`config.mk`:
```
export PLATFORM = sky130hd
export DESIGN_NAME = sig_scan_top
export DESIGN_NICKNAME = d
export VERILOG_FILES = /design/src/sig_scan_pkg.sv /design/src/dfa_matcher.sv /design/src/match_counter.sv /design/src/scan_control_fsm.sv /design/src/sig_scan_top.sv /design/src/stream_context_ram.sv
export SDC_FILE = /design/constraint.sdc
export NUM_CORES = 1
export LEC_CHECK = 0
export BUFFER_PORTS_ARGS = -buffer_cell sky130_fd_sc_hd__buf_2
export CORE_MARGIN = 8
export CORE_UTILIZATION = 56
export DETAILED_ROUTE_END_ITERATION = 8
export HOLD_SLACK_MARGIN = 0.1
export PLACE_DENSITY = 0.76
export SLEW_MARGIN = 25
export SYNTH_ARGS = -nofsm -noshare
export SYNTH_HDL_FRONTEND = slang
export SYNTH_HIERARCHICAL = 1
export SYNTH_SLANG_ARGS = --single-unit
```
`constraint.sdc`:
```
create_clock -name clk -period 2.6 [get_ports clk]
set_input_delay 0.26 -clock clk [delete_from_list [all_inputs] [get_ports clk]]
set_output_delay 0.26 -clock clk [all_outputs]
set_load 0.05 [all_outputs]
```
`src/sig_scan_pkg.sv`:
```
package sig_scan_pkg;

  // Bytes of the signature matched so far, 0 up to SIG_LEN-1
  typedef logic [2:0] dfa_state_t;

  // Length of the fixed signature
  localparam int SIG_LEN = 5;

  // Signature "HTTP/" in scan order
  localparam logic [7:0] SIG_BYTES [SIG_LEN] = '{
    8'h48,
    8'h54,
    8'h54,
    8'h50,
    8'h2f
  };

  // Cycles from a character at the matcher port to its accept pulse
  // One cycle of input registers plus one cycle of DFA state register
  localparam int MATCHER_LAT = 2;

  // Packet-level controller states
  typedef enum logic [2:0] {
    IDLE  = 3'd0,
    LOAD  = 3'd1,
    SCAN  = 3'd2,
    DRAIN = 3'd3,
    FINAL = 3'd4
  } ctrl_state_t;

endpackage

```
`src/dfa_matcher.sv`:
```
module dfa_matcher (
  input  logic                    clk,
  input  logic                    rst_n,
  input  logic [7:0]              char_in,
  input  logic                    char_vld,
  input  logic                    scanning,
  input  sig_scan_pkg::dfa_state_t ctx_state,
  input  logic                    ctx_vld,
  output sig_scan_pkg::dfa_state_t state_out,
  output logic                    accept
);

  import sig_scan_pkg::*;

  // State value that sits one byte short of a full match
  localparam dfa_state_t LAST_STATE = dfa_state_t'(SIG_LEN - 1);

  // Input stage
  logic [7:0] char_r;
  logic       char_vld_r;
  dfa_state_t ctx_state_r;
  logic       ctx_vld_r;

  // DFA state, also the registered state output
  dfa_state_t state_q;

  // Next-state logic
  dfa_state_t base_state;
  dfa_state_t next_state;
  logic       hit;

  // Register everything coming in, bytes outside a packet are dropped here
  always_ff @(posedge clk)
  begin
    if (!rst_n)
    begin
      char_vld_r <= 1'b0;
      ctx_vld_r  <= 1'b0;
    end
    else
    begin
      char_vld_r <= char_vld & scanning;
      ctx_vld_r  <= ctx_vld;
    end
  end

  always_ff @(posedge clk)
  begin
    char_r      <= char_in;
    ctx_state_r <= ctx_state;
  end

  // A restored context replaces the running state
  // The first byte may land in the same cycle, so it advances from the restored value
  always_comb
  begin
    base_state = ctx_vld_r ? ctx_state_r : state_q;
    next_state = base_state;
    hit        = 1'b0;
    if (char_vld_r)
    begin
      if (char_r == SIG_BYTES[base_state])
      begin
        if (base_state == LAST_STATE)
        begin
          // Full signature seen, start over
          next_state = '0;
          hit        = 1'b1;
        end
        else
        begin
          next_state = base_state + dfa_state_t'(1);
        end
      end
      else if (char_r == SIG_BYTES[0])
      begin
        // 'H' only occurs at the head, so a mismatch on it restarts at one
        next_state = dfa_state_t'(1);
      end
      else
      begin
        next_state = '0;
      end
    end
  end

  // Output stage
  always_ff @(posedge clk)
  begin
    if (!rst_n)
    begin
      state_q <= '0;
      accept  <= 1'b0;
    end
    else
    begin
      state_q <= next_state;
      accept  <= hit;
    end
  end

  assign state_out = state_q;

endmodule

```
`src/match_counter.sv`:
```
module match_counter #(
  parameter int COUNT_W = 16
) (
  input  logic               clk,
  input  logic               rst_n,
  input  logic               accept,
  input  logic               clr,
  input  logic               commit,
  input  logic               discard,
  output logic               fired,
  output logic [COUNT_W-1:0] count
);

  // Fired flag as seen at commit
  // An accept in the commit cycle still counts
  logic fired_now;

  assign fired_now = fired | accept;

  always_ff @(posedge clk)
  begin
    if (!rst_n)
    begin
      fired <= 1'b0;
      count <= '0;
    end
    else
    begin
      // Speculative flag for the current packet
      if (clr || discard)
      begin
        fired <= 1'b0;
      end
      else if (accept)
      begin
        fired <= 1'b1;
      end
      // At most one hit per packet, wraps at full width
      if (commit)
      begin
        count <= count + COUNT_W'(fired_now);
      end
    end
  end

endmodule

```
`src/scan_control_fsm.sv`:
```
module scan_control_fsm #(
  parameter int STREAMS = 64
) (
  input  logic                       clk,
  input  logic                       rst_n,
  input  logic                       pkt_start,
  input  logic                       eop,
  input  logic                       enable,
  input  logic                       new_stream,
  input  logic [$clog2(STREAMS)-1:0] stream_id,
  output logic                       ready,
  output logic                       ld,
  output logic                       sv,
  output logic                       clr,
  output logic                       commit,
  output logic                       discard,
  output logic                       scanning,
  output logic [$clog2(STREAMS)-1:0] stream_idx,
  output logic                       new_stream_q
);

  import sig_scan_pkg::*;

  // Wide enough to count MATCHER_LAT drain cycles
  localparam int DRAIN_W = $clog2(MATCHER_LAT + 1);

  ctrl_state_t        state;
  logic [DRAIN_W-1:0] drain_cnt;
  logic               enable_q;

  always_ff @(posedge clk)
  begin
    if (!rst_n)
    begin
      state     <= IDLE;
      drain_cnt <= '0;
    end
    else
    begin
      case (state)
        IDLE:
        begin
          if (pkt_start)
          begin
            state <= LOAD;
          end
        end
        // One cycle to fetch the stream context
        LOAD:
        begin
          state <= SCAN;
        end
        SCAN:
        begin
          if (eop)
          begin
            state     <= DRAIN;
            drain_cnt <= '0;
          end
        end
        // Wait out the matcher pipeline so the last accept lands
        DRAIN:
        begin
          if (drain_cnt == DRAIN_W'(MATCHER_LAT - 1))
          begin
            state <= FINAL;
          end
          else
          begin
            drain_cnt <= drain_cnt + DRAIN_W'(1);
          end
        end
        FINAL:
        begin
          state <= IDLE;
        end
        default:
        begin
          state <= IDLE;
        end
      endcase
    end
  end

  // Packet fields held for the whole packet
  always_ff @(posedge clk)
  begin
    if (state == IDLE && pkt_start)
    begin
      stream_idx   <= stream_id;
      new_stream_q <= new_stream;
      enable_q     <= enable;
    end
  end

  assign ready    = (state == IDLE);
  assign ld       = (state == LOAD);
  // Fired flag restarts with each context load
  assign clr      = ld;
  assign scanning = (state == SCAN);
  // Enabled packets count and save, others drop both
  assign commit   = (state == FINAL) && enable_q;
  assign sv       = commit;
  assign discard  = (state == FINAL) && !enable_q;

endmodule

```
`src/sig_scan_top.sv`:
```
module sig_scan_top #(
  parameter int STREAMS = 64,
  parameter int COUNT_W = 16
) (
  input  logic                       clk,
  input  logic                       rst_n,
  input  logic                       pkt_start,
  input  logic [$clog2(STREAMS)-1:0] stream_id,
  input  logic                       new_stream,
  input  logic                       enable,
  input  logic [7:0]                 char_in,
  input  logic                       char_vld,
  input  logic                       eop,
  output logic                       ready,
  output logic                       fired,
  output logic [COUNT_W-1:0]         count
);

  import sig_scan_pkg::*;

  // Controller strobes
  logic ld;
  logic sv;
  logic clr;
  logic commit;
  logic discard;
  logic scanning;

  // Latched packet fields
  logic [$clog2(STREAMS)-1:0] stream_idx;
  logic                       new_stream_q;

  // Context path between memory and matcher
  dfa_state_t ctx_state;
  logic       ctx_vld;
  dfa_state_t state_out;
  logic       accept;

  scan_control_fsm #(
    .STREAMS (STREAMS)
  ) u_ctrl (
    .clk          (clk),
    .rst_n        (rst_n),
    .pkt_start    (pkt_start),
    .eop          (eop),
    .enable       (enable),
    .new_stream   (new_stream),
    .stream_id    (stream_id),
    .ready        (ready),
    .ld           (ld),
    .sv           (sv),
    .clr          (clr),
    .commit       (commit),
    .discard      (discard),
    .scanning     (scanning),
    .stream_idx   (stream_idx),
    .new_stream_q (new_stream_q)
  );

  stream_context_ram #(
    .STREAMS (STREAMS)
  ) u_ctx (
    .clk        (clk),
    .rst_n      (rst_n),
    .ld         (ld),
    .sv         (sv),
    .new_stream (new_stream_q),
    .stream_idx (stream_idx),
    .state_wr   (state_out),
    .ctx_state  (ctx_state),
    .ctx_vld    (ctx_vld)
  );

  dfa_matcher u_dfa (
    .clk       (clk),
    .rst_n     (rst_n),
    .char_in   (char_in),
    .char_vld  (char_vld),
    .scanning  (scanning),
    .ctx_state (ctx_state),
    .ctx_vld   (ctx_vld),
    .state_out (state_out),
    .accept    (accept)
  );

  match_counter #(
    .COUNT_W (COUNT_W)
  ) u_cnt (
    .clk     (clk),
    .rst_n   (rst_n),
    .accept  (accept),
    .clr     (clr),
    .commit  (commit),
    .discard (discard),
    .fired   (fired),
    .count   (count)
  );

endmodule

```
`src/stream_context_ram.sv`:
```
module stream_context_ram #(
  parameter int STREAMS = 64
) (
  input  logic                       clk,
  input  logic                       rst_n,
  input  logic                       ld,
  input  logic                       sv,
  input  logic                       new_stream,
  input  logic [$clog2(STREAMS)-1:0] stream_idx,
  input  sig_scan_pkg::dfa_state_t   state_wr,
  output sig_scan_pkg::dfa_state_t   ctx_state,
  output logic                       ctx_vld
);

  import sig_scan_pkg::*;

  // Saved DFA state per stream
  dfa_state_t mem [STREAMS];

  // Marks streams written since reset
  // An unmarked entry reads back as the start state
  logic [STREAMS-1:0] saved;

  always_ff @(posedge clk)
  begin
    if (!rst_n)
    begin
      saved   <= '0;
      ctx_vld <= 1'b0;
    end
    else
    begin
      // Restore strobe trails ld by one cycle
      ctx_vld <= ld;
      if (sv)
      begin
        saved[stream_idx] <= 1'b1;
      end
    end
  end

  always_ff @(posedge clk)
  begin
    if (sv)
    begin
      mem[stream_idx] <= state_wr;
    end
    // A new stream always restarts from zero
    if (ld)
    begin
      ctx_state <= (new_stream || !saved[stream_idx]) ? '0 : mem[stream_idx];
    end
  end

endmodule
```
==> results of run 1 <==
## power groups by stage
stage | registers (mW) | logic (mW) | clock network (mW)
after floorplan | 5.32 | 0.388 | 0
after global placement | 5.32 | 0.535 | 0
after detailed placement | 5.33 | 0.544 | 0
after CTS | 5.22 | 0.569 | 4.66
after global routing | 5.22 | 0.612 | 4.87
final | 5.22 | 0.571 | 4.61
## repair_timing
item / in CTS / in global routing
setup endpoints to repair: 0 / 0
hold buffers: 19 / 0
hold endpoints to repair: 25 / 0
setup buffers: 0 / 0
## path summary, 6_finish.rpt
| check | slack (ns) | depth (start not counted) | to | from |
|---|---|---|---|---|
| max | 0.25 | 5 | u_ctx/mem[62][0] | u_ctrl/state[1] |
| min | 0.13 | 4 | u_ctrl/state[0] | eop |
| max reg2reg | 0.25 | 5 | u_ctx/mem[62][0] | u_ctrl/state[1] |
| min reg2reg | 0.37 | 0 | u_dfa/ctx_state_r[0] | u_ctx/ctx_state[0] |
## critical path, stage by stage (launching register included)
cell and delay (ns):
dfxtp_1 0.36, nor2_1 0.22, and3_1 0.26, nor2b_1 0.30
nand2_1 0.42, nor2_1 0.45
## logic make-up (layout without fill, tap and decap cells)
logic type,Yosys count,count (layout),share of synthesized area
AO/OA/AOI/OAI,156,156,0.0921
buffers and inverters,54,157,0.0235
adder cells (fa/ha/maj),7,7,0.00706
AND/OR/NAND/NOR,217,217,0.0940
multiplexers,120,120,0.115
XOR/XNOR,14,14,0.00988
flip-flops,307,307,0.659
## metrics by stage
step	std cells	cell area [um2]	util
CTS	1258	14300	0.654
detailed placement	1181	13000	0.596
floorplan	875	12400	-
finish	1258	14300	0.654
global placement	1181	13000	0.596
global route	1258	14300	0.654
## layer usage
layer  wire, um  part of all wire  GRT usage  vias up
li1           -                 -          -     3456
met1      11200              0.42      0.273     3709
met2      12700              0.47      0.320      324
met3       2220             0.082     0.0371       60
met4        836             0.031     0.0717        0
met5          0                 0          0        -
## flip-flops by register name (all words and copies together), names as in the netlist, 2 cells and up
name and count:
u_ctx/saved 64, u_cnt/count 16, u_dfa/state_out 3, u_ctrl/state 3, u_ctrl/drain_cnt 2, u_dfa/ctx_state_r 3
u_dfa/char_r 8, u_ctrl/stream_idx 6, u_ctx/ctx_state 3, u_ctx/mem 192
## placed cells by master, fill, tap and decap left out, types with 4 or more instances in the layout
cell           instances
a31oi_1                6
nor2b_1               18
o21a_1                64
dlygate4sd3_1         19
nor2_1                83
nand2b_1               4
clkinv_2               8
nor3_1                 8
a22oi_1               16
clkbuf_16             31
nand2_1               23
buf_2                 38
mux2i_1               92
mux4_2                15
a21oi_1               21
and2_1                17
buf_12                 4
edfxtp_1             203
nand3_1               19
mux2_2                 8
xnor2_1                8
ha_1                   7
xor2_1                 6
inv_6                  4
o21ai_1               12
dfxtp_1              101
nand4_1                8
a211oi_1              16
buf_4                 31
and3_1                 5
bufinv_16              5
a221oi_1               8
inv_1                  6
## final cells by class
| class | instances | area, um2 |
|---|---|---|
| flip-flops and latches | 307 | 8180 |
| fillers | 1540 | 7550 |
| clock inverters | 23 | 275 |
| repair buffers | 92 | 693 |
| multi-input cells | 514 | 3940 |
| inverters | 7 | 26.3 |
| clock buffers | 35 | 801 |
| well taps | 280 | 350 |
==> results.json, run 1 <==
{
  "status": "finished clean",
  "area_growth_pct": 15.0,
  "slew_headroom": 0.526,
  "synth_top_area_share": 0.491,
  "first_pass_iters": 5,
  "drive_above_1_share": 0.173,
  "finalHoldViolations": 0,
  "wl_per_cell_um": 21.4,
  "slew_viol_final": 0,
  "cts.path.max_buffers": 3,
  "combPwrFrac": 0.055,
  "insertion_delay_ns": 0.56,
  "start_util": 0.569,
  "die_h_um": 165,
  "syn_area_per_cell_um2": 14.2,
  "fin_worst_skew_ns": 0.00881,
  "pre_cts_ws_ns": 0.342,
  "drc": 0,
  "grt_pass1_vias": 7410,
  "synth_commonest_cells": "203 x edfxtp_1, 104 x dfxtp_1, 92 x mux2i_1, 83 x nor2_1, 64 x o21a_1",
  "grt_use_total": 0.201,
  "clkSinkCount": 307,
  "core_area_um2": 21800,
  "holdWs_ns": 0.125,
  "synthArstFlopShare": 0,
  "synth_top_area_cell": "edfxtp_1",
  "worstMarginPinSlew_ns": 0.711,
  "cp-start-kind": "register",
  "h-tree-depth": 1,
  "internal_power_mw": 8.17,
  "clock.fmax_ghz": 0.426,
  "ioPinCount": 39,
  "portBuffers": 38,
  "layout_min_cycle_time_ns": 2.35,
  "synth_nets": 903,
  "synth_edf_count": 203,
  "drtIter0Drc": 721,
  "diodes": 0,
  "rsz0062_at_grt": "false",
  "synth_cells": 875,
  "setup.worst_path.class": "register to register",
  "syn_area_um2": 12400,
  "ant_nets": 0,
  "gr-total-overflow": 0,
  "layout.nets": 981,
  "leakagePower_nw": 5.18,
  "cp.arrival_ns": 2.57,
  "num_vias": 7549,
  "grt_first_pass_wirelength_um": 42100,
  "viasPerCell": 6.00,
  "cap_violations": 0,
  "yosysUniqueCellTypes": 67,
  "dieArea_um2": 27200,
  "cts_buffers": 31,
  "grt_max_degree": 65,
  "setup_slack_ns": 0.254,
  "min_period_over_period": 0.902,
  "cts_root_buffer": "clkbuf_16",
  "swShare": 0.215,
  "dpl.hpwl_um": 17300,
  "p_total_mw": 10.4,
  "crit_fanout": 8,
  "synth_top_flop_cell": "edfxtp_1",
  "vdd_ir_drop_max_mv": 0.644,
  "synth_warnings": 6,
  "cts_resized": 0,
  "pwr_density_cell_nw_per_um2": 729,
  "seq_power_share": 0.502,
  "setup_viol": 0,
  "gp_congestion": 0.836,
  "hp-class": "input port to register",
  "synthTopCellsByArea": "edfxtp_1 49%, dfxtp_1 17%, mux2i_1 7.4%",
  "synth_most_common_cell": "edfxtp_1",
  "antenna_found_initial": 0,
  "crit_path_end_kind": "register",
  "pwr-share-clk": 0.443,
  "switchingPower_mw": 2.24,
  "routed_wl_um": 26900,
  "dieWidth_um": 165,
  "rows": 54,
  "path_clk_slew_ns": 0.07,
  "cp.required_ns": 2.82,
  "synth-seq-cells": 307,
  "synth-seq-area-share": 0.659,
  "finalSetupTns_ns": 0,
  "tritoncts": "yes"
}
Note: power is estimated with default switching activity, not from simulation.
==> run 2: changes to the inputs <==
--- a/config.mk
+++ b/config.mk
@@ -9,6 +9,6 @@
 export CORE_MARGIN = 8
-export CORE_UTILIZATION = 56
+export CORE_UTILIZATION = 55
 export DETAILED_ROUTE_END_ITERATION = 8
 export HOLD_SLACK_MARGIN = 0.1
-export PLACE_DENSITY = 0.76
+export PLACE_DENSITY = 0.75
 export SLEW_MARGIN = 25
==> constraint.sdc (replaced) <==
create_clock -name clk -period 2.6 [get_ports clk]
set_input_delay 0.39 -clock clk [delete_from_list [all_inputs] [get_ports clk]]
set_output_delay 0.39 -clock clk [all_outputs]
set_load 0.05 [all_outputs]
==> results.json, run 2 (synthesized netlist as in run 1, its figures left out) <==
{
  "status": "finished clean",
  "drtIter0Drc": 787,
  "multi_input_area_um2": 3940,
  "h-tree-depth": 1,
  "whs_endpoint": "u_ctrl/state[0]",
  "design_area_um2": 14200,
  "min_from": "eop",
  "cts_buffers": 30,
  "slew_headroom": 0.473,
  "cap_violations": 0,
  "rows": 55,
  "viasPerCell": 5.99,
  "final_common_cell": "edfxtp_1",
  "finalHoldViolations": 0,
  "cp.required_ns": 2.88,
  "cts.path.max_buffers": 3,
  "portBuffers": 38,
  "drive_above_1_share": 0.164,
  "start_util": 0.555,
  "vdd_ir_drop_max_mv": 0.531,
  "num_vias": 7513,
  "postPlaceCellArea_um2": 13000,
  "reg2regPathDepth": 6,
  "ant_nets": 0,
  "pre_cts_ws_ns": 0.243,
  "tritoncts": "yes",
  "grt_use_total": 0.193,
  "grt_max_degree": 65,
  "path_clk_slew_ns": 0.06,
  "rsz0062_at_grt": "false",
  "reg2reg_slack_ns": 0.22,
  "cts_root_buffer": "clkbuf_16",
  "fin_worst_skew_ns": 0.0139,
  "routed_wl_um": 27400,
  "antenna_found_initial": 0,
  "dieArea_um2": 27600,
  "ioPinCount": 39,
  "nFillCells": 1607,
  "top_regs": "u_ctx/mem: 192 flops, u_ctx/saved: 64 flops, u_cnt/count: 16 flops",
  "cp.arrival_ns": 2.66,
  "first_pass_iters": 5,
  "setup_slack_ns": 0.218,
  "drc": 0,
  "r2r-start": "u_ctrl/stream_idx[0]",
  "p_total_mw": 10.3,
  "grt_pass1_vias": 7512,
  "hp-class": "input port to register",
  "largest_reg_flops": 192,
  "layout.nets": 974,
  "layout_min_cycle_time_ns": 2.38,
  "cp-start-kind": "register",
  "slew_viol_final": 0,
  "pwr_density_cell_nw_per_um2": 723,
  "crit_fanout": 45,
  "grt_first_pass_wirelength_um": 42500,
  "area_growth_pct": 14.2,
  "holdWs_ns": 0.301,
  "dieWidth_um": 166,
  "setup_viol": 0,
  "gp_congestion": 0.853,
  "worstMarginPinSlew_ns": 0.789,
  "core_area_um2": 22400,
  "clkSinkCount": 307,
  "diodes": 0,
  "cts_setup_buffers": 0,
  "wl_per_cell_um": 21.8,
  "layout_common_cells": "203 x edfxtp_1, 101 x dfxtp_1, 92 x mux2i_1",
  "crit_path_end_kind": "register",
  "dpl.hpwl_um": 17400,
  "top_register": "u_ctx/mem",
  "finalSetupTns_ns": 0,
  "min_period_over_period": 0.916,
  "register_area_um2": 8180,
  "leakagePower_nw": 5.13,
  "setup.worst_path.class": "register to register",
  "clock.fmax_ghz": 0.420,
  "die_h_um": 166,
  "worstHoldPathCells": 4,
  "timing.rr.end": "u_ctx/ctx_state[0]",
  "gr-total-overflow": 0,
  "insertion_delay_ns": 0.55
}
[run 2: changes by cell type in the layout (fill, tap and decap cells not counted), sizes merged]
cell	before	now
clkbuf	35	41
bufinv	5	4
buf	73	68
dlygate4sd3	19	18
clkinv	10	8
inv	12	7
[run 2: stage by stage]
stage	util	cells
2_1_floorplan	-	875
5_1_grt	0.634	1255
3_3_place_gp	0.580	1181
3_5_place_dp	0.580	1181
4_1_cts	0.634	1255
6_report	0.634	1255
[run 2: repair_timing]
action	CTS	global route
hold endpoints to repair	18	0
hold buffers	18	0
gates resized for setup	0	0
[run 2: metal layers]
layer | GRT usage | part of all wire | up-vias
met5 | 0 | 0 | -
met4 | 0.0588 | 0.027 | 0
met3 | 0.0402 | 0.069 | 57
met2 | 0.314 | 0.47 | 292
met1 | 0.258 | 0.43 | 3707
li1 | - | - | 3457
[run 2: worst max-delay path, stage by stage, from the launching register on]
cell,delay [ns]
edfxtp_1,0.38
buf_12,0.31
mux4_2,0.56
mux2i_1,0.22
nor2_1,0.14
a2111oi_2,0.35
a31oi_1,0.12
[run 2: worst max-delay path by stage]
stage / from / endpoint / slack (ns) / cells after the start
after floorplan: u_dfa/state_out[1] / u_dfa/accept / 0.04 / 7
after global placement: u_ctrl/state[1] / u_ctx/mem[16][1] / 0.31 / 5
after detailed placement: u_ctrl/stream_idx[0] / u_ctx/ctx_state[0] / 0.24 / 6
after CTS: u_ctrl/stream_idx[0] / u_ctx/ctx_state[0] / 0.24 / 6
after global routing: u_ctrl/stream_idx[0] / u_ctx/ctx_state[0] / 0.11 / 6
final: u_ctrl/stream_idx[0] / u_ctx/ctx_state[0] / 0.22 / 6
[run 2: area by class of cell]
cell class,count,share of cell area
Clock buffer,41,0.0603
Clock inverter,15,0.0131
Inverter,7,0.00185
Multi-Input combinational cell,514,0.278
Sequential cell,307,0.577
Tap cell,285,0.0251
Timing Repair Buffer,86,0.0446
[run 2: power by group]
group | internal, mW | switching [mW] | leakage [nW]
clock network | 2.70 | 1.78 | 0.503
logic | 0.228 | 0.330 | 1.90
registers | 5.19 | 0.0339 | 2.73
total | 8.12 | 2.14 | 5.13
